## src/design/rv_exec_pkg.sv

```systemverilog
// shared word types, opcode/alu/class/size enums and ISA field constants
`default_nettype none

package rv_exec_pkg;

    typedef logic [63:0] xlen_t;
    typedef logic [31:0] pc_t;
    typedef logic [4:0]  reg_idx_t;

    // major opcodes, inst[6:0]
    typedef enum logic [6:0] {
        OPC_LOAD      = 7'h03,
        OPC_MISC_MEM  = 7'h0f,
        OPC_OP_IMM    = 7'h13,
        OPC_AUIPC     = 7'h17,
        OPC_OP_IMM_32 = 7'h1b,
        OPC_STORE     = 7'h23,
        OPC_OP        = 7'h33,
        OPC_LUI       = 7'h37,
        OPC_OP_32     = 7'h3b,
        OPC_BRANCH    = 7'h63,
        OPC_JALR      = 7'h67,
        OPC_JAL       = 7'h6f,
        OPC_SYSTEM    = 7'h73
    } opcode_e;

    typedef enum logic [3:0] {
        ALU_ADD, ALU_SUB, ALU_SLL, ALU_SLT, ALU_SLTU, ALU_XOR,
        ALU_SRL, ALU_SRA, ALU_OR, ALU_AND, ALU_PASS_B
    } alu_op_e;

    typedef enum logic [2:0] {
        CLS_ALU, CLS_BRANCH, CLS_JUMP, CLS_LOAD, CLS_STORE, CLS_SYSTEM, CLS_NOP
    } inst_class_e;

    // matches funct3[1:0] of loads and stores
    typedef enum logic [1:0] {
        SIZE_BYTE, SIZE_HALF, SIZE_WORD, SIZE_DOUBLE
    } mem_size_e;

    localparam logic [6:0] F7_BASE = 7'b0000000;
    localparam logic [6:0] F7_ALT  = 7'b0100000; // SUB, SRA

    localparam logic [2:0] F3_BEQ  = 3'b000;
    localparam logic [2:0] F3_BNE  = 3'b001;
    localparam logic [2:0] F3_BLT  = 3'b100;
    localparam logic [2:0] F3_BGE  = 3'b101;
    localparam logic [2:0] F3_BLTU = 3'b110;
    localparam logic [2:0] F3_BGEU = 3'b111;

    localparam logic [31:0] INST_ECALL = 32'h0000_0073;

endpackage

`default_nettype wire

```

## src/design/exec_stage.sv

```systemverilog
// execute stage register: writeback select, flush gating, output flops
`timescale 1ns/1ns
`default_nettype none

module exec_stage import rv_exec_pkg::*; (
    input  logic        clk,
    input  logic        reset,
    input  logic        i_valid,
    input  logic        i_flush,
    input  inst_class_e i_class,
    input  reg_idx_t    i_rd,
    input  pc_t         i_pc,
    input  xlen_t       i_alu_result,
    input  xlen_t       i_rs2_value,
    input  logic        i_taken,
    input  pc_t         i_target,
    input  mem_size_e   i_mem_size,
    input  logic        i_mem_unsigned,
    input  logic        i_is_ecall,
    output logic        o_reg_wr_en,
    output reg_idx_t    o_reg_wr_idx,
    output xlen_t       o_reg_wr_data,
    output logic        o_valid,
    output logic        o_wr_en,
    output reg_idx_t    o_rd,
    output xlen_t       o_rd_value,
    output logic        o_redirect,
    output pc_t         o_redirect_pc,
    output logic        o_is_load,
    output logic        o_is_store,
    output xlen_t       o_mem_addr,
    output mem_size_e   o_mem_size,
    output logic        o_mem_unsigned,
    output xlen_t       o_store_data,
    output logic        o_is_ecall
);

    logic  live, redirect, is_load, is_store, mem_op;
    xlen_t wb_data, store_data;

    assign live     = i_valid && !i_flush;
    assign redirect = live && i_taken;
    assign is_load  = live && (i_class == CLS_LOAD);
    assign is_store = live && (i_class == CLS_STORE);
    assign mem_op   = is_load || is_store;

    assign wb_data = (i_class == CLS_JUMP) ? xlen_t'(i_pc) + 64'd4 : i_alu_result; // link

    // register write lands on the accepting edge
    assign o_reg_wr_en   = live && (i_class == CLS_ALU || i_class == CLS_JUMP) && (i_rd != '0);
    assign o_reg_wr_idx  = i_rd;
    assign o_reg_wr_data = wb_data;

    always_comb begin
        case (i_mem_size)
            SIZE_BYTE: store_data = {56'b0, i_rs2_value[7:0]};
            SIZE_HALF: store_data = {48'b0, i_rs2_value[15:0]};
            SIZE_WORD: store_data = {32'b0, i_rs2_value[31:0]};
            default:   store_data = i_rs2_value;
        endcase
    end

    always_ff @(posedge clk) begin
        if (reset) begin
            o_valid    <= 1'b0;
            o_wr_en    <= 1'b0;
            o_redirect <= 1'b0;
            o_is_load  <= 1'b0;
            o_is_store <= 1'b0;
            o_is_ecall <= 1'b0;
        end else begin
            o_valid    <= live;
            o_wr_en    <= o_reg_wr_en;
            o_redirect <= redirect;
            o_is_load  <= is_load;
            o_is_store <= is_store;
            o_is_ecall <= live && i_is_ecall;
        end
    end

    // payload, zeroed whenever its strobe is low
    always_ff @(posedge clk) begin
        o_rd           <= o_reg_wr_en ? i_rd : '0;
        o_rd_value     <= o_reg_wr_en ? wb_data : '0;
        o_redirect_pc  <= redirect ? i_target : '0;
        o_mem_addr     <= mem_op ? i_alu_result : '0;
        o_mem_size     <= mem_op ? i_mem_size : SIZE_BYTE;
        o_mem_unsigned <= is_load && i_mem_unsigned;
        o_store_data   <= is_store ? store_data : '0;
    end

endmodule

`default_nettype wire

```

## config.mk

```make
export PLATFORM = sky130hd
export DESIGN_NAME = exec_stage
export DESIGN_NICKNAME = d
export VERILOG_FILES = /design/src/design/rv_exec_pkg.sv /design/src/design/exec_stage.sv
export SDC_FILE = /design/constraint.sdc
export NUM_CORES = 1
export LEC_CHECK = 0
export BUFFER_PORTS_ARGS = -buffer_cell sky130_fd_sc_hd__clkbuf_2
export CORE_AREA = 2 2 203 205
export CTS_CLUSTER_SIZE = 8
export DETAILED_ROUTE_END_ITERATION = 7
export DIE_AREA = 0 0 205 207
export PLACE_DENSITY = 0.43
export SYNTH_ARGS = -nofsm -noshare
export SYNTH_HDL_FRONTEND = slang
export SYNTH_SLANG_ARGS = --single-unit
```

## constraint.sdc

```tcl
create_clock -name clk -period 2.35 [get_ports clk]
set_clock_uncertainty 0.05 [all_clocks]
set_input_delay 0.47 -clock clk [delete_from_list [all_inputs] [get_ports clk]]
set_output_delay 0.47 -clock clk [all_outputs]
set_load 0.1 [all_outputs]
```

==> out/metrics.cfg <==
[run_status]
outcome=finished with violations
violations=setup timing

[sta]
slew-limit-headroom_pct=60.8
rsz0062_at_grt=yes
finalSetupViolCount=5
worst_slack_ns=-0.0522
maxSlewViolCount=0
hold_viol=0
finalCritPeriodShare_pct=102
fmax_mhz=416
fin_crit_ns=2.40
worstMarginPinSlew_ns=0.591

[setup_path]
max_stage_delay_ns=0.29
critPathLaunchType=input pin
crit_arrival_ns=1.88
critical-path-slowest-cell=nor4_4
crit_family=buffers and inverters
path_class=in -> out
cp-end-kind=primary output
critPathMaxFanout=5
critical_path_buf_inv_count=4
path_cells=buf_8, nand4_4, buf_4, nor4_4, buf_6, a311o_2, o221a_4, buf_12
worstPathRequired_ns=1.83

[cts]
cts-root-buf=clkbuf_16
path_clk_slew_ns=0.05
cts_buffer_depth=3
cts_hold_buf=0
cts_tree=done
numCtsBuffers=35
cts.sinks=238
h-tree-depth=2

[place]
dp_hpwl_mm=25.7
post_dp_cell_area_sq_um=12900
port_buffers=516
gp_congestion=0.769
dp.cells=1827

[logic_synthesis]
synth_edf_count=0
synth_nets=952
ys_top_cells_by_area=dfxtp_1 (61%), and2_1 (15%), and3_1 (5.7%)
yosys.cell_count.top_type=dfxtp_1
synth-warning-count=0
synth_top_area_cell=dfxtp_1
synth_seq_area_share_pct=60.6
ys.flop_type=dfxtp_1
avgSynthCellArea_sq_um=10.6
syn_area_sq_um=7860
synth_commonest_cells=dfxtp_1 (238), and2_1 (183), and3_1 (71)
ys_seq_elements=238
netlist_instances=742
post-synth-top-area-fraction_pct=60.6
synthDistinctLibCells=49
async_reset_ff_share_pct=0

[layout]
fin_area_sq_um=14500
area_delta_synth_final_pct=84.7
drive_above_1_share_pct=58.2
diodes=0
layoutNonFillerInstCount=1887
nNetsFinal=1563

[run]
drv_cap=0

[die]
die_height_um=207
io_pins=517
row_count=74
core_sq_um=40400
die_area_sq_um=42400
chipWidth_um=205
start_util_pct=19.5

[worst_hold_path]
worstHoldStart=i_mem_unsigned
holdPathEnd=o_mem_unsigned$_DFF_P_
whs_path_depth=3
hold_class=in -> reg

[global_route]
grt_pass1_wl_mm=48.4
antenna_found_initial=0
grt-ovfl-total=0
first_global_vias=7750
grt_usage_pct=15.2
grt_max_degree=49

[route]
via_count=7455
drcViolationCount=0
drt-total-wl_mm=33.1
route.antenna.remaining_nets=0
drtIter0Drc=248
drt_first_pass_iters=4
routedWlPerCell_um=17.5
viasPerCell=3.95

[power]
vdd_drop_max_mv=0.442
power_density_nw_per_um2=741
power.static_leakage_nw=7.09
power_mw=10.8

-- placed cells by master (no fill, tap or decap), types with 8 or more instances in the layout --
master and count:
clkbuf_16 35, buf_12 73, and3_1 70, a21oi_4 13, dfxtp_1 238, nand2_1 24, buf_6 12, and2_1 152
nand4_1 10, nand3_2 8, buf_8 11, clkbuf_2 432, nand2_2 10, buf_4 86, nor2_1 26, and2_2 31
nor2_4 11, o21ai_4 10
-- how the worst max path moves through the flow --
stage | from | to | depth (start not counted)
after floorplan | i_class[2] | o_reg_wr_data[26] | 6
after global placement | i_pc[2] | o_reg_wr_data[29] | 9
after detailed placement | i_pc[14] | o_reg_wr_data[29] | 9
after CTS | i_pc[3] | o_reg_wr_data[26] | 9
after global routing | i_class[2] | o_reg_wr_data[26] | 8
final | i_pc[14] | o_reg_wr_data[28] | 8
-- cell families (layout without fill, tap and decap cells) --
group           after synthesis  count (layout)  share of synthesized area, %
flops                       238             238                          60.6
xor+xnor                     17              17                          1.90
compound gates               52              52                          4.48
buf+inv                      50             662                          2.91
simple gates                384             385                          29.9
fa+ha+maj                     1               1                         0.159
-- state kept, by name (all words and copies together), names as in the netlist --
name	flops
o_redirect	1
o_is_store	1
o_is_ecall	1
o_is_load	1
o_redirect_pc	32
o_wr_en	1
o_store_data	64
o_rd	5
o_valid	1
o_mem_unsigned	1
o_mem_addr	64
o_mem_size	2
o_rd_value	64
-- routing by layer --
| metal | share of wire [%] | up-vias | GRT usage (%) |
|---|---|---|---|
| met4 | 1.7 | 0 | 3.82 |
| met5 | 0 | - | 0 |
| met1 | 40 | 3451 | 17.9 |
| li1 | - | 3653 | - |
| met3 | 9.1 | 37 | 5.48 |
| met2 | 49 | 314 | 26.0 |
-- where the power goes --
group          total [mW]  leakage [nW]  switching, mW  internal, mW
clock                4.38         0.447           1.74          2.64
sequential           4.12          1.92         0.0165          4.11
combinational        2.26          4.72           1.54         0.721
total                10.8          7.09           3.30          7.46
-- timing repair --
item	in CTS	in global routing
pin swaps	31	40
gates cloned	1	1
hold endpoints to repair	0	0
setup endpoints to repair	23	52
setup buffers	11	13
gates resized for setup	53	54
-- cell type report --
type                       instances  area [sq um]
clock buffer                      37           883
clock inverter                     2          32.5
tap                              532           666
fill                            4168         25900
timing repair buffer             619          4640
multi-input combinational        455          3510
sequential                       238          4760
inverter                           4          17.5
-- through the flow --
stage / setup TNS [ns] / utilization (%) / worst slack (ns) / hold slack, ns
2_1_floorplan: -5.38 / - / -0.928 / 0.492
3_3_place_gp: -1.34 / 32.0 / -0.146 / 0.621
3_5_place_dp: -1.67 / 32.0 / -0.135 / 0.625
4_1_cts: -0.431 / 35.3 / -0.0892 / 0.0563
5_1_grt: -0.957 / 35.9 / -0.106 / 0.0719
6_report: -0.147 / 35.9 / -0.0522 / 0.0934
-- worst min-delay path: cells and delay by family --
family / cells / cell delay (ns)
simple gates: 2 / 0.07
buf+inv: 1 / 0.08
(Power assumes the default switching activity.)
