### config.mk
export PLATFORM = sky130hd
export DESIGN_NAME = inst_decoder
export DESIGN_NICKNAME = d
export VERILOG_FILES = /design/src/design/rv_exec_pkg.sv /design/src/design/inst_decoder.sv
export SDC_FILE = /design/constraint.sdc
export NUM_CORES = 1
export LEC_CHECK = 0
export BUFFER_PORTS_ARGS = -buffer_cell sky130_fd_sc_hd__buf_2
export CAP_MARGIN = 30
export CELL_PAD_IN_SITES_DETAIL_PLACEMENT = 1
export CELL_PAD_IN_SITES_GLOBAL_PLACEMENT = 1
export CORE_MARGIN = 2
export CORE_UTILIZATION = 25
export DETAILED_ROUTE_END_ITERATION = 10
export GPL_TIMING_DRIVEN = 1
export PLACE_DENSITY_LB_ADDON = 0.1
export SYNTH_ARGS = -nofsm -noshare
export SYNTH_HDL_FRONTEND = slang
export SYNTH_SLANG_ARGS = --single-unit
### constraint.sdc
create_clock -name vclk -period 2.83
set_input_delay 0.283 -clock vclk [all_inputs]
set_output_delay 0.283 -clock vclk [all_outputs]
set_load 0.01 [all_outputs]
### src/design/rv_exec_pkg.sv
// shared word types, opcode/alu/class/size enums and ISA field constants
`default_nettype none

package rv_exec_pkg;

    typedef logic [63:0] xlen_t;
    typedef logic [31:0] pc_t;
    typedef logic [4:0]  reg_idx_t;

    // major opcodes, inst[6:0]
    typedef enum logic [6:0] {
        OPC_LOAD      = 7'h03,
        OPC_MISC_MEM  = 7'h0f,
        OPC_OP_IMM    = 7'h13,
        OPC_AUIPC     = 7'h17,
        OPC_OP_IMM_32 = 7'h1b,
        OPC_STORE     = 7'h23,
        OPC_OP        = 7'h33,
        OPC_LUI       = 7'h37,
        OPC_OP_32     = 7'h3b,
        OPC_BRANCH    = 7'h63,
        OPC_JALR      = 7'h67,
        OPC_JAL       = 7'h6f,
        OPC_SYSTEM    = 7'h73
    } opcode_e;

    typedef enum logic [3:0] {
        ALU_ADD, ALU_SUB, ALU_SLL, ALU_SLT, ALU_SLTU, ALU_XOR,
        ALU_SRL, ALU_SRA, ALU_OR, ALU_AND, ALU_PASS_B
    } alu_op_e;

    typedef enum logic [2:0] {
        CLS_ALU, CLS_BRANCH, CLS_JUMP, CLS_LOAD, CLS_STORE, CLS_SYSTEM, CLS_NOP
    } inst_class_e;

    // matches funct3[1:0] of loads and stores
    typedef enum logic [1:0] {
        SIZE_BYTE, SIZE_HALF, SIZE_WORD, SIZE_DOUBLE
    } mem_size_e;

    localparam logic [6:0] F7_BASE = 7'b0000000;
    localparam logic [6:0] F7_ALT  = 7'b0100000; // SUB, SRA

    localparam logic [2:0] F3_BEQ  = 3'b000;
    localparam logic [2:0] F3_BNE  = 3'b001;
    localparam logic [2:0] F3_BLT  = 3'b100;
    localparam logic [2:0] F3_BGE  = 3'b101;
    localparam logic [2:0] F3_BLTU = 3'b110;
    localparam logic [2:0] F3_BGEU = 3'b111;

    localparam logic [31:0] INST_ECALL = 32'h0000_0073;

endpackage

`default_nettype wire

### src/design/inst_decoder.sv
// instruction decoder: fields, immediates, class and alu operation
`timescale 1ns/1ns
`default_nettype none

module inst_decoder import rv_exec_pkg::*; (
    input  logic [31:0] i_inst,
    output reg_idx_t    o_rs1,
    output reg_idx_t    o_rs2,
    output reg_idx_t    o_rd,
    output xlen_t       o_imm,
    output inst_class_e o_class,
    output alu_op_e     o_alu_op,
    output logic        o_word_op,
    output logic        o_use_imm,
    output logic        o_use_pc,    // pc-relative: AUIPC, JAL
    output logic [2:0]  o_funct3,
    output mem_size_e   o_mem_size,
    output logic        o_mem_unsigned,
    output logic        o_is_ecall
);

    opcode_e     opcode;
    logic [2:0]  funct3;
    logic [6:0]  funct7;
    xlen_t       imm_i, imm_s, imm_b, imm_u, imm_j;
    alu_op_e     arith_op;
    logic        alt_ok, reg_ok, sh64_ok, sh32_ok, word_f3_ok;

    assign opcode = opcode_e'(i_inst[6:0]);
    assign funct3 = i_inst[14:12];
    assign funct7 = i_inst[31:25];

    assign imm_i = {{52{i_inst[31]}}, i_inst[31:20]};
    assign imm_s = {{52{i_inst[31]}}, i_inst[31:25], i_inst[11:7]};
    assign imm_b = {{51{i_inst[31]}}, i_inst[31], i_inst[7], i_inst[30:25], i_inst[11:8], 1'b0};
    assign imm_u = {{32{i_inst[31]}}, i_inst[31:12], 12'b0};
    assign imm_j = {{43{i_inst[31]}}, i_inst[31], i_inst[19:12], i_inst[20],
                    i_inst[30:21], 1'b0};

    // legal funct7 / shamt combinations
    assign alt_ok     = (funct3 == 3'd0) || (funct3 == 3'd5);
    assign reg_ok     = (funct7 == F7_BASE) || (funct7 == F7_ALT && alt_ok);
    assign sh64_ok    = (i_inst[31:26] == 6'b0) || (i_inst[31:26] == 6'b010000 && funct3 == 3'd5);
    assign sh32_ok    = (funct7 == F7_BASE) || (funct7 == F7_ALT && funct3 == 3'd5);
    assign word_f3_ok = (funct3 == 3'd0) || (funct3 == 3'd1) || (funct3 == 3'd5);

    always_comb begin
        case (funct3)
            3'd0:    arith_op = i_inst[30] ? ALU_SUB : ALU_ADD;
            3'd1:    arith_op = ALU_SLL;
            3'd2:    arith_op = ALU_SLT;
            3'd3:    arith_op = ALU_SLTU;
            3'd4:    arith_op = ALU_XOR;
            3'd5:    arith_op = i_inst[30] ? ALU_SRA : ALU_SRL;
            3'd6:    arith_op = ALU_OR;
            default: arith_op = ALU_AND;
        endcase
    end

    always_comb begin
        o_class    = CLS_NOP;
        o_alu_op   = ALU_ADD;
        o_word_op  = 1'b0;
        o_use_imm  = 1'b0;
        o_use_pc   = 1'b0;
        o_imm      = '0;
        o_is_ecall = 1'b0;
        case (opcode)
            OPC_OP: begin
                o_alu_op = arith_op;
                o_class  = reg_ok ? CLS_ALU : CLS_NOP; // MUL/DIV land here as nop
            end
            OPC_OP_32: begin
                o_alu_op  = arith_op;
                o_word_op = 1'b1;
                o_class   = (reg_ok && word_f3_ok) ? CLS_ALU : CLS_NOP;
            end
            OPC_OP_IMM: begin
                o_alu_op  = (funct3 == 3'd0) ? ALU_ADD : arith_op; // no SUBI
                o_use_imm = 1'b1;
                o_imm     = imm_i;
                o_class   = (funct3 == 3'd1 || funct3 == 3'd5) && !sh64_ok ? CLS_NOP : CLS_ALU;
            end
            OPC_OP_IMM_32: begin
                o_alu_op  = (funct3 == 3'd0) ? ALU_ADD : arith_op;
                o_word_op = 1'b1;
                o_use_imm = 1'b1;
                o_imm     = imm_i;
                if (funct3 == 3'd0 || (word_f3_ok && sh32_ok)) begin
                    o_class = CLS_ALU;
                end
            end
            OPC_LUI: begin
                o_alu_op  = ALU_PASS_B;
                o_use_imm = 1'b1;
                o_imm     = imm_u;
                o_class   = CLS_ALU;
            end
            OPC_AUIPC: begin
                o_use_imm = 1'b1;
                o_use_pc  = 1'b1;
                o_imm     = imm_u;
                o_class   = CLS_ALU;
            end
            OPC_JAL: begin
                o_use_pc = 1'b1;
                o_imm    = imm_j;
                o_class  = CLS_JUMP;
            end
            OPC_JALR: begin
                o_imm   = imm_i;
                o_class = (funct3 == 3'd0) ? CLS_JUMP : CLS_NOP;
            end
            OPC_BRANCH: begin
                o_imm   = imm_b;
                o_class = (funct3 == 3'd2 || funct3 == 3'd3) ? CLS_NOP : CLS_BRANCH;
            end
            OPC_LOAD: begin
                o_use_imm = 1'b1;
                o_imm     = imm_i;
                o_class   = (funct3 == 3'd7) ? CLS_NOP : CLS_LOAD;
            end
            OPC_STORE: begin
                o_use_imm = 1'b1;
                o_imm     = imm_s;
                o_class   = funct3[2] ? CLS_NOP : CLS_STORE;
            end
            OPC_SYSTEM: begin
                if (i_inst == INST_ECALL) begin
                    o_class    = CLS_SYSTEM;
                    o_is_ecall = 1'b1;
                end
            end
            default: ; // FENCE and unknown opcodes retire as nop
        endcase
    end

    assign o_rs1          = i_inst[19:15];
    assign o_rs2          = i_inst[24:20];
    assign o_rd           = (o_class == CLS_NOP) ? '0 : i_inst[11:7];
    assign o_funct3       = funct3;
    assign o_mem_size     = mem_size_e'(funct3[1:0]);
    assign o_mem_unsigned = funct3[2];

endmodule

`default_nettype wire

==> out/results.ini <==
[status]
outcome = finished clean

[synth]
synth_top_cell_area_share_pct = 26.5
synth-compound-area-share_pct = 33.7
syn-num-nets = 236
yosys.area_share.xor_xnor_pct = 0
synthTopCellsByArea = buf_4 27%, a21o_1 10%, nand3b_1 3.8%, nand2_1 3.2%, nor2_1 3.2%
synth_mux_area_share_pct = 0
synth_top_family_by_area = simple AND/OR/NAND/NOR gates
syn_avg_cell_area_sq_um = 6.80
postSynthCellCount = 204
syn_area_sq_mm = 0.00139
synthAdderAreaFrac_pct = 0
synth_top_cell_by_area = buf_4
yosys_warnings = 0
synthSimpleGateAreaFrac_pct = 35.3
synth_common_cells = 49 x buf_4, 19 x a21o_1, 12 x nand2_1, 12 x nor2_1, 8 x buf_2
ys_seq_area_share_pct = 0
netlist-cell-type-count = 51
yosysMostFrequentCell = buf_4

[hold_path]
hold_path.class = in2out

[sta]
finalSetupViolCount = 0
grt_setup_unrepaired = false
worst_pin_slew_ns = 0.591
min_period_ns = 2.28
fmax_ghz = 0.438
fin_crit_sh_pct = 80.7
tns_ns = 0
slew_viol_final = 0
hold_viol_final = 0
slew_headroom_pct = 60.3
fin_ws_ns = 0.548

[route]
wl_met3_um = 339
via_count = 1718
drc = 0
routed_wl_um = 5560
route.met2.wl_um = 2510
drtPass1Iterations = 4
first_iter_violations = 68
drtAntennaViolNets = 0
top_layer = met4
wire_per_inst_um = 16.1
met1Wirelength_um = 2700
vias_per_cell = 4.97

[placement]
placedInstanceArea_sq_mm = 0.00171
post-place-ws_ns = 0.541
hpwl_um = 4470
portBuffers = 128
gp_congestion = 0.804

[die]
core_sq_mm = 0.00544
die_h_um = 78.5
die_area_sq_mm = 0.00616
pin_count = 128
fp.dieW_um = 78.5
rows = 27
start_util_pct = 25.5

[finish]
drive_gt1_share_pct = 51.1
design_area_sq_mm = 0.00171
design.seq.count = 0
seq_area_sq_um = 0
nClkBuffers = 0
diodes = 0
syn2layout_area_growth_pct = 23.5
nNetsFinal = 308

[critical_path]
path_cells = buf_2, and4bb_4, and4_1, a2111oi_2, nand4_2, or2_1, buf_2
critPathArrivalTime_ns = 2.00
cp_common_cell = buf_2
crit_fanout = 14
path_buf_inv = 2
slowest_delay_ns = 0.34
crit_path_end_kind = output pin
worstSetupPathType = in2out
slowest_stage = a2111oi_2
path_delay_family = simple AND/OR/NAND/NOR gates
cp-start-kind = input pin
required_ns = 2.55

[job]
drv_cap = 0

[clock_tree]
postCtsHoldBufs = 0
cts_setup_buffers = 0
cts-resized-gates = 0

[power]
p_total_mw = 0.194
irDropWorstVdd_uv = 38.4
p_per_area_mw_per_mm2 = 113
p_leak_nw = 1.09

[global_routing]
grt_pass1_vias = 1622
antenna_found_initial = 0
grt_pass1_wl_um = 8490
track_usage_pct = 16.6
grt_overflow = 0
grt_max_degree = 34

==> metrics by stage <==
| stage | std cells | hold WS, ns | utilization (%) |
|---|---|---|---|
| 3_3_place_gp | 346 | 0.788 | 31.5 |
| 4_1_cts | 346 | 0.792 | 31.5 |
| 5_1_grt | 346 | 0.802 | 31.5 |
| 2_1_floorplan | 204 | 0.658 | - |
| 6_report | 346 | 0.792 | 31.5 |
| 3_5_place_dp | 346 | 0.792 | 31.5 |
==> cells by family after synthesis <==
group	Yosys count
buf+inv	63
compound gates	63
simple gates	78
==> layout by cell type (no fill, tap or decap), types with 3 or more instances in the layout <==
cell,n
nor3b_1,5
o22ai_1,4
nand3_1,5
nand3b_1,7
a31oi_1,5
a21o_1,19
nor3_1,4
and2_1,6
o21ai_0,5
buf_2,128
a21oi_1,7
nor2_1,12
a22o_1,4
nand2_1,12
nand2b_1,5
nor4_1,5
inv_1,3
==> layer usage <==
layer	global-route usage (%)	vias to the layer above
met5	0	-
met4	0.702	0
met3	1.84	2
met2	27.8	71
met1	23.9	802
li1	-	843
==> where the power goes <==
part / switching [mW] / total (mW) / internal (mW)
sequential: 0 / 0 / 0
clock: 0 / 0 / 0
combinational: 0.119 / 0.194 / 0.0744
==> path summary, 6_finish.rpt <==
| kind | startpoint | end | slack, ns | cells past startpoint |
|---|---|---|---|---|
| setup / recovery | i_inst[2] | o_class[2] | 0.55 | 7 |
| hold / removal | i_inst[19] | o_rs1[4] | 0.79 | 2 |
==> area by class of cell <==
type	count	area, sq um
timing repair buffer	130	656
multi-input combinational	141	957
fill	726	3720
inverter	3	11.3
tap	72	90.1
(Power assumes the default switching activity.)
