**config.mk**
```make
export PLATFORM = sky130hd
export DESIGN_NAME = branch_unit
export DESIGN_NICKNAME = d
export VERILOG_FILES = /design/src/design/rv_exec_pkg.sv /design/src/design/branch_unit.sv
export SDC_FILE = /design/constraint.sdc
export NUM_CORES = 1
export LEC_CHECK = 0
export ABC_AREA = 1
export BUFFER_PORTS_ARGS = -buffer_cell sky130_fd_sc_hd__buf_2
export CAP_MARGIN = 20
export CORE_ASPECT_RATIO = 0.9
export CORE_MARGIN = 3
export CORE_UTILIZATION = 55
export DETAILED_ROUTE_END_ITERATION = 7
export PLACE_DENSITY = 0.93
export REMOVE_ABC_BUFFERS = 1
export SYNTH_ARGS = -nofsm -noshare
export SYNTH_HDL_FRONTEND = slang
export SYNTH_SLANG_ARGS = --single-unit
```
**constraint.sdc**
```tcl
create_clock -name vclk -period 3.58
set_input_delay 0.179 -clock vclk [all_inputs]
set_output_delay 0.179 -clock vclk [all_outputs]
set_load 0.005 [all_outputs]
```
**src/design/rv_exec_pkg.sv**
```systemverilog
// shared word types, opcode/alu/class/size enums and ISA field constants
`default_nettype none

package rv_exec_pkg;

    typedef logic [63:0] xlen_t;
    typedef logic [31:0] pc_t;
    typedef logic [4:0]  reg_idx_t;

    // major opcodes, inst[6:0]
    typedef enum logic [6:0] {
        OPC_LOAD      = 7'h03,
        OPC_MISC_MEM  = 7'h0f,
        OPC_OP_IMM    = 7'h13,
        OPC_AUIPC     = 7'h17,
        OPC_OP_IMM_32 = 7'h1b,
        OPC_STORE     = 7'h23,
        OPC_OP        = 7'h33,
        OPC_LUI       = 7'h37,
        OPC_OP_32     = 7'h3b,
        OPC_BRANCH    = 7'h63,
        OPC_JALR      = 7'h67,
        OPC_JAL       = 7'h6f,
        OPC_SYSTEM    = 7'h73
    } opcode_e;

    typedef enum logic [3:0] {
        ALU_ADD, ALU_SUB, ALU_SLL, ALU_SLT, ALU_SLTU, ALU_XOR,
        ALU_SRL, ALU_SRA, ALU_OR, ALU_AND, ALU_PASS_B
    } alu_op_e;

    typedef enum logic [2:0] {
        CLS_ALU, CLS_BRANCH, CLS_JUMP, CLS_LOAD, CLS_STORE, CLS_SYSTEM, CLS_NOP
    } inst_class_e;

    // matches funct3[1:0] of loads and stores
    typedef enum logic [1:0] {
        SIZE_BYTE, SIZE_HALF, SIZE_WORD, SIZE_DOUBLE
    } mem_size_e;

    localparam logic [6:0] F7_BASE = 7'b0000000;
    localparam logic [6:0] F7_ALT  = 7'b0100000; // SUB, SRA

    localparam logic [2:0] F3_BEQ  = 3'b000;
    localparam logic [2:0] F3_BNE  = 3'b001;
    localparam logic [2:0] F3_BLT  = 3'b100;
    localparam logic [2:0] F3_BGE  = 3'b101;
    localparam logic [2:0] F3_BLTU = 3'b110;
    localparam logic [2:0] F3_BGEU = 3'b111;

    localparam logic [31:0] INST_ECALL = 32'h0000_0073;

endpackage

`default_nettype wire

```
**src/design/branch_unit.sv**
```systemverilog
// branch condition and branch/jump target generation
`timescale 1ns/1ns
`default_nettype none

module branch_unit import rv_exec_pkg::*; (
    input  inst_class_e i_class,
    input  logic        i_pc_rel,
    input  logic [2:0]  i_funct3,
    input  xlen_t       i_rs1_value,
    input  xlen_t       i_rs2_value,
    input  xlen_t       i_imm,
    input  pc_t         i_pc,
    output logic        o_taken,
    output pc_t         o_target
);

    logic  cond;
    xlen_t jalr_sum;

    always_comb begin
        case (i_funct3)
            F3_BEQ:  cond = (i_rs1_value == i_rs2_value);
            F3_BNE:  cond = (i_rs1_value != i_rs2_value);
            F3_BLT:  cond = ($signed(i_rs1_value) < $signed(i_rs2_value));
            F3_BGE:  cond = ($signed(i_rs1_value) >= $signed(i_rs2_value));
            F3_BLTU: cond = (i_rs1_value < i_rs2_value);
            F3_BGEU: cond = (i_rs1_value >= i_rs2_value);
            default: cond = 1'b0;
        endcase
    end

    assign jalr_sum = i_rs1_value + i_imm;

    assign o_taken = (i_class == CLS_JUMP) || (i_class == CLS_BRANCH && cond);

    // JALR is the only jump not relative to the pc
    assign o_target = (i_class == CLS_JUMP && !i_pc_rel) ? {jalr_sum[31:1], 1'b0}
                                                         : i_pc + pc_t'(i_imm);

endmodule

`default_nettype wire

```
==> results of run 1 <==
-- stage by stage --
| step | setup WS [ps] | util | hold slack [ps] | cells |
|---|---|---|---|---|
| 3_3_place_gp | 1170 | 0.699 | 674 | 1384 |
| 2_1_floorplan | 1620 | - | 483 | 1022 |
| 3_5_place_dp | 1120 | 0.699 | 674 | 1384 |
| 6_report | 1060 | 0.699 | 672 | 1384 |
| 5_1_grt | 866 | 0.699 | 705 | 1384 |
| 4_1_cts | 1100 | 0.699 | 674 | 1384 |
-- cell usage in the layout, fill, tap and decap left out, drive strengths merged, types with 2 or more instances in the layout --
cell	Yosys	final
buf	2	233
nand2	229	229
inv	174	174
ha	125	125
a21oi	122	122
nor2	103	103
o21ai	92	92
nand3	53	53
nor3	18	18
a31oi	13	13
nand4	12	12
or2	12	12
a21o	11	11
o21bai	11	11
o21a	6	6
xor2	6	6
xnor2	5	5
o31ai	4	4
a221oi	4	4
nor3b	3	3
nand3b	3	3
and2	3	3
a21boi	2	2
fa	2	2
a31o	2	2
and3	2	2
-- routing by layer --
layer,vias to the layer above,wire length (um)
met1,3402,8330
li1,3932,-
met3,61,1950
met4,0,628
met2,354,9250
met5,-,0
-- final timing paths --
kind,startpoint,to,slack [ps],cells after the start
worst max-delay path,i_imm[0],o_target[26],1060,17
worst min-delay path,i_class[1],o_taken,670,4
-- final cells by class --
| type | instances | area [um2] |
|---|---|---|
| fillers | 965 | 3120 |
| inverters | 174 | 653 |
| multi-input cells | 848 | 5270 |
| well taps | 129 | 161 |
| repair buffers | 233 | 1170 |
-- critical path, delay by kind of cell --
kind                     cells  cell delay [ps]
buffers and inverters        3              290
adder cells (fa/ha/maj)      2              610
AND/OR/NAND/NOR             11             1050
AO/OA/AOI/OAI                1              200
-- power by group --
| group | switching (W) | internal (W) | total [W] |
|---|---|---|---|
| clock | 0 | 0 | 0 |
| sequential | 0 | 0 | 0 |
| combinational | 0.000671 | 0.000459 | 0.00113 |
| total | 0.000671 | 0.000459 | 0.00113 |
-- kinds of logic (layout without fill, tap and decap cells) --
family,after synthesis,in the layout,share of synthesized area
adders and majority gates,127,127,0.270
and+or+nand+nor,439,439,0.329
muxes,1,1,0.00168
xor gates and xnor gates,11,11,0.0162
buffers and inverters,179,407,0.114
AOI/OAI and AO/OA,270,270,0.269
==> results by group, run 1 <==
Outcome
  • Outcome: complete, no violations

Global routing
  • Largest net degree at the start of global routing: 36
  • GR Util met2: 0.538
  • Met3 Resource Use GR: 0.0347
  • Initial antenna violation count: 0
  • Total gr overflow: 0
  • Met1 Resource Use GR: 0.401
  • Most used routing layer: met2
  • GRT Util Overall: 0.310
  • Vias in the first global route: 7122
  • First-pass GRT wire length: between 30 and 40 mm

Logic synthesis
  • Post-synthesis sequential area ratio: 0
  • Synth Warn #: 0
  • Synthesized cell area: between 5000 and 6000 um2
  • Synth area leaders: ha_1, nand2_1, inv_1
  • Post-Synthesis Cells: 1027
  • Most common library cells after synthesis: nand2_1, inv_1, ha_1
  • Cell with the most instances after synthesis: nand2_1
  • Share of the synthesized area in the top cell type: 0.263
  • Mean post-synth cell area: around 5.8 um2
  • Area leader, netlist: ha_1
  • Post-synth cell types: 53

Setup path
  • Critical Path Source Type: input port
  • CP arrival: roughly 2300 ps
  • Max FO, Critical Path: 4
  • Most used cell, CP: nand2_1
  • Crit Path Class: input port to primary output
  • Critical path required time: about 3400 ps
  • CP max stage delay: between 400 and 500 ps
  • Cells along the critical path: buf_2, ha_1, inv_1, fa_1, o21ai_2, nand3_2, nand2_2, nand2_2, nand2_4, nand4_1, nand3_1, nand2_1, nand2_1, or2_1, nand3_1, nand2_1, buf_2
  • Crit-path slowest cell: fa_1
  • CP endpoint kind: primary output

STA
  • RSZ-0062 raised after global routing: false
  • Final Hold Fails: 0
  • Period Utilization, post-route: 0.703
  • Least-Margin Pin Slew: 671 ps
  • Minimum clock period: 2520 ps
  • Setup_tns: 0 ps
  • Setup violation total in the final timing report: 0
  • Fmax: about 400 MHz
  • Max-slew violations: 0
  • Slew headroom: 0.552

Final layout
  • Area grow syn2layout: 22.0%
  • Clock buffers: 0
  • Seq. cell area: 0 um2
  • Nets@finish: roughly 1.6k
  • Number of diodes: 0
  • Seq Cell Count: 0
  • Share of cells above drive strength 1: 0.234
  • Post-route cell area: a little over 7000 um2

Floorplanning
  • Die W: approximately 120 um
  • DIE AREA: ~12000 um2
  • Initial Util: 0.573
  • Die H: ~100 um
  • Core Region: about 10000 um2
  • Rows: 35
  • I/O pins: 264

Place
  • PortBufs: roughly 230
  • Area of placed instances: 7260 um2
  • Routability cong.: just over 1
  • Detailed placement HPWL: 17.9 mm

Power
  • Lkg Pwr: between 4 and 5 nW
  • Worst VDD drop: about 0.087 mV
  • Pwr Total: 0.00113 W
  • Pwr per Cell Area: between 150 and 200 nW/um2

Clock tree
  • # hold bufs at CTS: 0
  • Post-CTS Setup Inserts: 0
  • PostCTS Resize Cnt: 0

Drt
  • Antenna-violating nets left: 0
  • DRC violations left: 0
  • Initial DRC count: 598
  • 1st-pass router iterations: 5
  • Routed WL per cell: between 10 and 15 um
  • DR vias/cell: approximately 5.6
  • Vias: approximately 7.7k
  • Post-Route WL: 20.2 mm

Worst hold path
  • Hold Crit Class: input port to primary output

Run
  • Max Cap Viol: 0
Power figures use the tool's default switching activity.
==> inputs of run 2 (changes only) <==
--- a/config.mk
+++ b/config.mk
@@ -10,9 +10,9 @@
 export CAP_MARGIN = 20
 export CORE_ASPECT_RATIO = 0.9
 export CORE_MARGIN = 3
-export CORE_UTILIZATION = 55
+export CORE_UTILIZATION = 46
 export DETAILED_ROUTE_END_ITERATION = 7
-export PLACE_DENSITY = 0.93
+export PLACE_DENSITY = 0.83
 export REMOVE_ABC_BUFFERS = 1
 export SYNTH_ARGS = -nofsm -noshare
 export SYNTH_HDL_FRONTEND = slang
==> constraint.sdc (replaced) <==
create_clock -name vclk -period 2.2
set_input_delay 0.11 -clock vclk [all_inputs]
set_output_delay 0.11 -clock vclk [all_outputs]
set_load 0.005 [all_outputs]
==> run 2 against run 1 <==
Against the previous run: sequential cell count stayed put; via count is 2.6% higher; global-route usage is 4.2 points lower; first-iteration DRC count is 6.0% higher; power is 83% higher; combinational power is 83% higher; clock-buffer cell count stayed put; non-clock buffer count is 26 higher; critical path depth is 5 lower; design area is 9.1% higher; worst hold slack worse by 130 ps; core utilization is 5.9 points lower; critical path type unchanged; largest cell class unchanged; largest power group unchanged.
==> results by group, run 2 (synthesis results as in run 1) <==
Floorplanning
  • Die W: 126 um (+8.9%)
  • I/O pins: 264 (unchanged)
  • Rows: 38 (+8.6%)
  • Initial Util: 0.481 (-0.0920)
  • Core Region: 12400 um2 (+19%)
  • Die H: 114 um (+8.8%)
  • DIE AREA: 14300 um2 (+18%)

Drt
  • DRC violations left: 0 (unchanged)
  • Initial DRC count: 634 (+6.0%)
  • 1st-pass router iterations: 5 (unchanged)
  • Vias: 7948 (+2.6%)
  • DR vias/cell: 5.52 (-1.5%)
  • Routed WL per cell: 15.3 um (+4.7%)
  • Post-Route WL: 22.0 mm (+9.0%)
  • Antenna-violating nets left: 0 (unchanged)

Setup path
  • Critical Path Source Type: input port
  • Max FO, Critical Path: 5 (+1)
  • CP endpoint kind: primary output
  • Critical path required time: 2090 ps (-1310 ps)
  • Crit Path Class: input port to primary output
  • CP arrival: 2040 ps (-300 ps)

Final layout
  • Clock buffers: 0 (unchanged)
  • Number of diodes: 0 (unchanged)
  • Commonest non-fill, non-tap cell in the layout: buf_2
  • Area grow syn2layout: 33.0%
  • Commonest non-fill, non-tap cells in the layout: buf_2, nand2_1, inv_1
  • Seq Cell Count: 0 (unchanged)
  • Seq. cell area: 0 um2 (unchanged)
  • Post-route cell area: 7920 um2 (+9.1%)
  • Nets@finish: 1641 (+1.6%)
  • Share of cells above drive strength 1: 0.309 (+0.0749)

Place
  • Detailed placement HPWL: 18.2 mm (+1.5%)
  • Dpl ws: -42.6 ps (-1160 ps)
  • PortBufs: 232 (unchanged)
  • Area of placed instances: 7440 um2 (+2.5%)
  • Routability cong.: 0.975 (-4.1%)

Outcome
  • Outcome: complete, no violations

STA
  • Final Hold Fails: 0 (unchanged)
  • Fmax: 465 MHz
  • Max-slew violations: 0 (unchanged)
  • Worst Slack Setup Final: 47.9 ps (-1010 ps)
  • Period Utilization, post-route: 0.978
  • Slew headroom: 0.543 (-0.00839)
  • Least-Margin Pin Slew: 684 ps (+12.6 ps)
  • Setup violation total in the final timing report: 0 (unchanged)
  • Minimum clock period: between 2000 and 2500 ps
  • RSZ-0062 raised after global routing: true

Power
  • Pwr Total: 0.00207 W (+83%)
  • Lkg Pwr: 4.42 nW (+4.1%)
  • Worst VDD drop: 0.140 mV (+60%)
  • Pwr per Cell Area: 262 nW/um2 (+68%)

Global routing
  • Vias in the first global route: 7090 (-0.45%)
  • First-pass GRT wire length: 32.5 mm (+3.4%)
  • Largest net degree at the start of global routing: 36 (unchanged)
  • Total gr overflow: 0 (unchanged)
  • Initial antenna violation count: 0 (unchanged)
  • GRT Util Overall: 0.268 (-0.0425)

Worst hold path
  • Hold Crit Class: input port to primary output
  • Hold path cells: 4 (unchanged)

Run
  • Max Cap Viol: 0 (unchanged)
run 2: per-layer routing:
metal | global-route usage | part of all wire
met3 | 0.0154 | 0.087
met2 | 0.488 | 0.48
met4 | 0.0279 | 0.020
met1 | 0.361 | 0.41
met5 | 0 | 0
run 2: final cells by class:
| cell class | instances | area [um2] |
|---|---|---|
| timing repair buffer | 259 | 1380 |
| fill | 1153 | 4450 |
| multi-input combinational | 848 | 5680 |
| tap | 160 | 200 |
| inverter | 174 | 656 |
run 2: final timing paths:
kind	start	to	slack (ps)
hold / removal	i_class[1]	o_taken	540
setup / recovery	i_imm[5]	o_target[14]	50
run 2: worst max-delay path: stages:
cell      delay (ps)
buf_2            130
ha_1             380
nand2_1          160
nor2_1           190
nand3b_1         110
nand3_1          140
a21oi_2           80
inv_1            120
o21ai_1           70
a21oi_1          230
a31o_1           190
buf_2            130
run 2: per-stage QoR:
| stage | hold WS [ps] | setup TNS, ps | cells | util |
|---|---|---|---|---|
| after global routing | 568 | -318 | 1441 | 0.640 |
| after floorplan | 345 | 0 | 1022 | - |
| after detailed placement | 545 | -43.4 | 1434 | 0.602 |
| after global placement | 543 | 0 | 1434 | 0.602 |
| after CTS | 548 | 0 | 1434 | 0.602 |
| final | 542 | 0 | 1441 | 0.640 |
run 2: power by group:
group / leakage [nW] / internal [W] / switching, W
Combinational: 4.42 / 0.000869 / 0.00120
Clock: 0 / 0 / 0
Sequential: 0 / 0 / 0
run 2: what timing repair did:
| item | in CTS | in global routing |
|---|---|---|
| pin swaps | 0 | 33 |
| resized for setup | 2 | 97 |
| endpoints found under the setup margin | 2 | 21 |
| hold buffers | 0 | 0 |
| setup buffers | 0 | 7 |
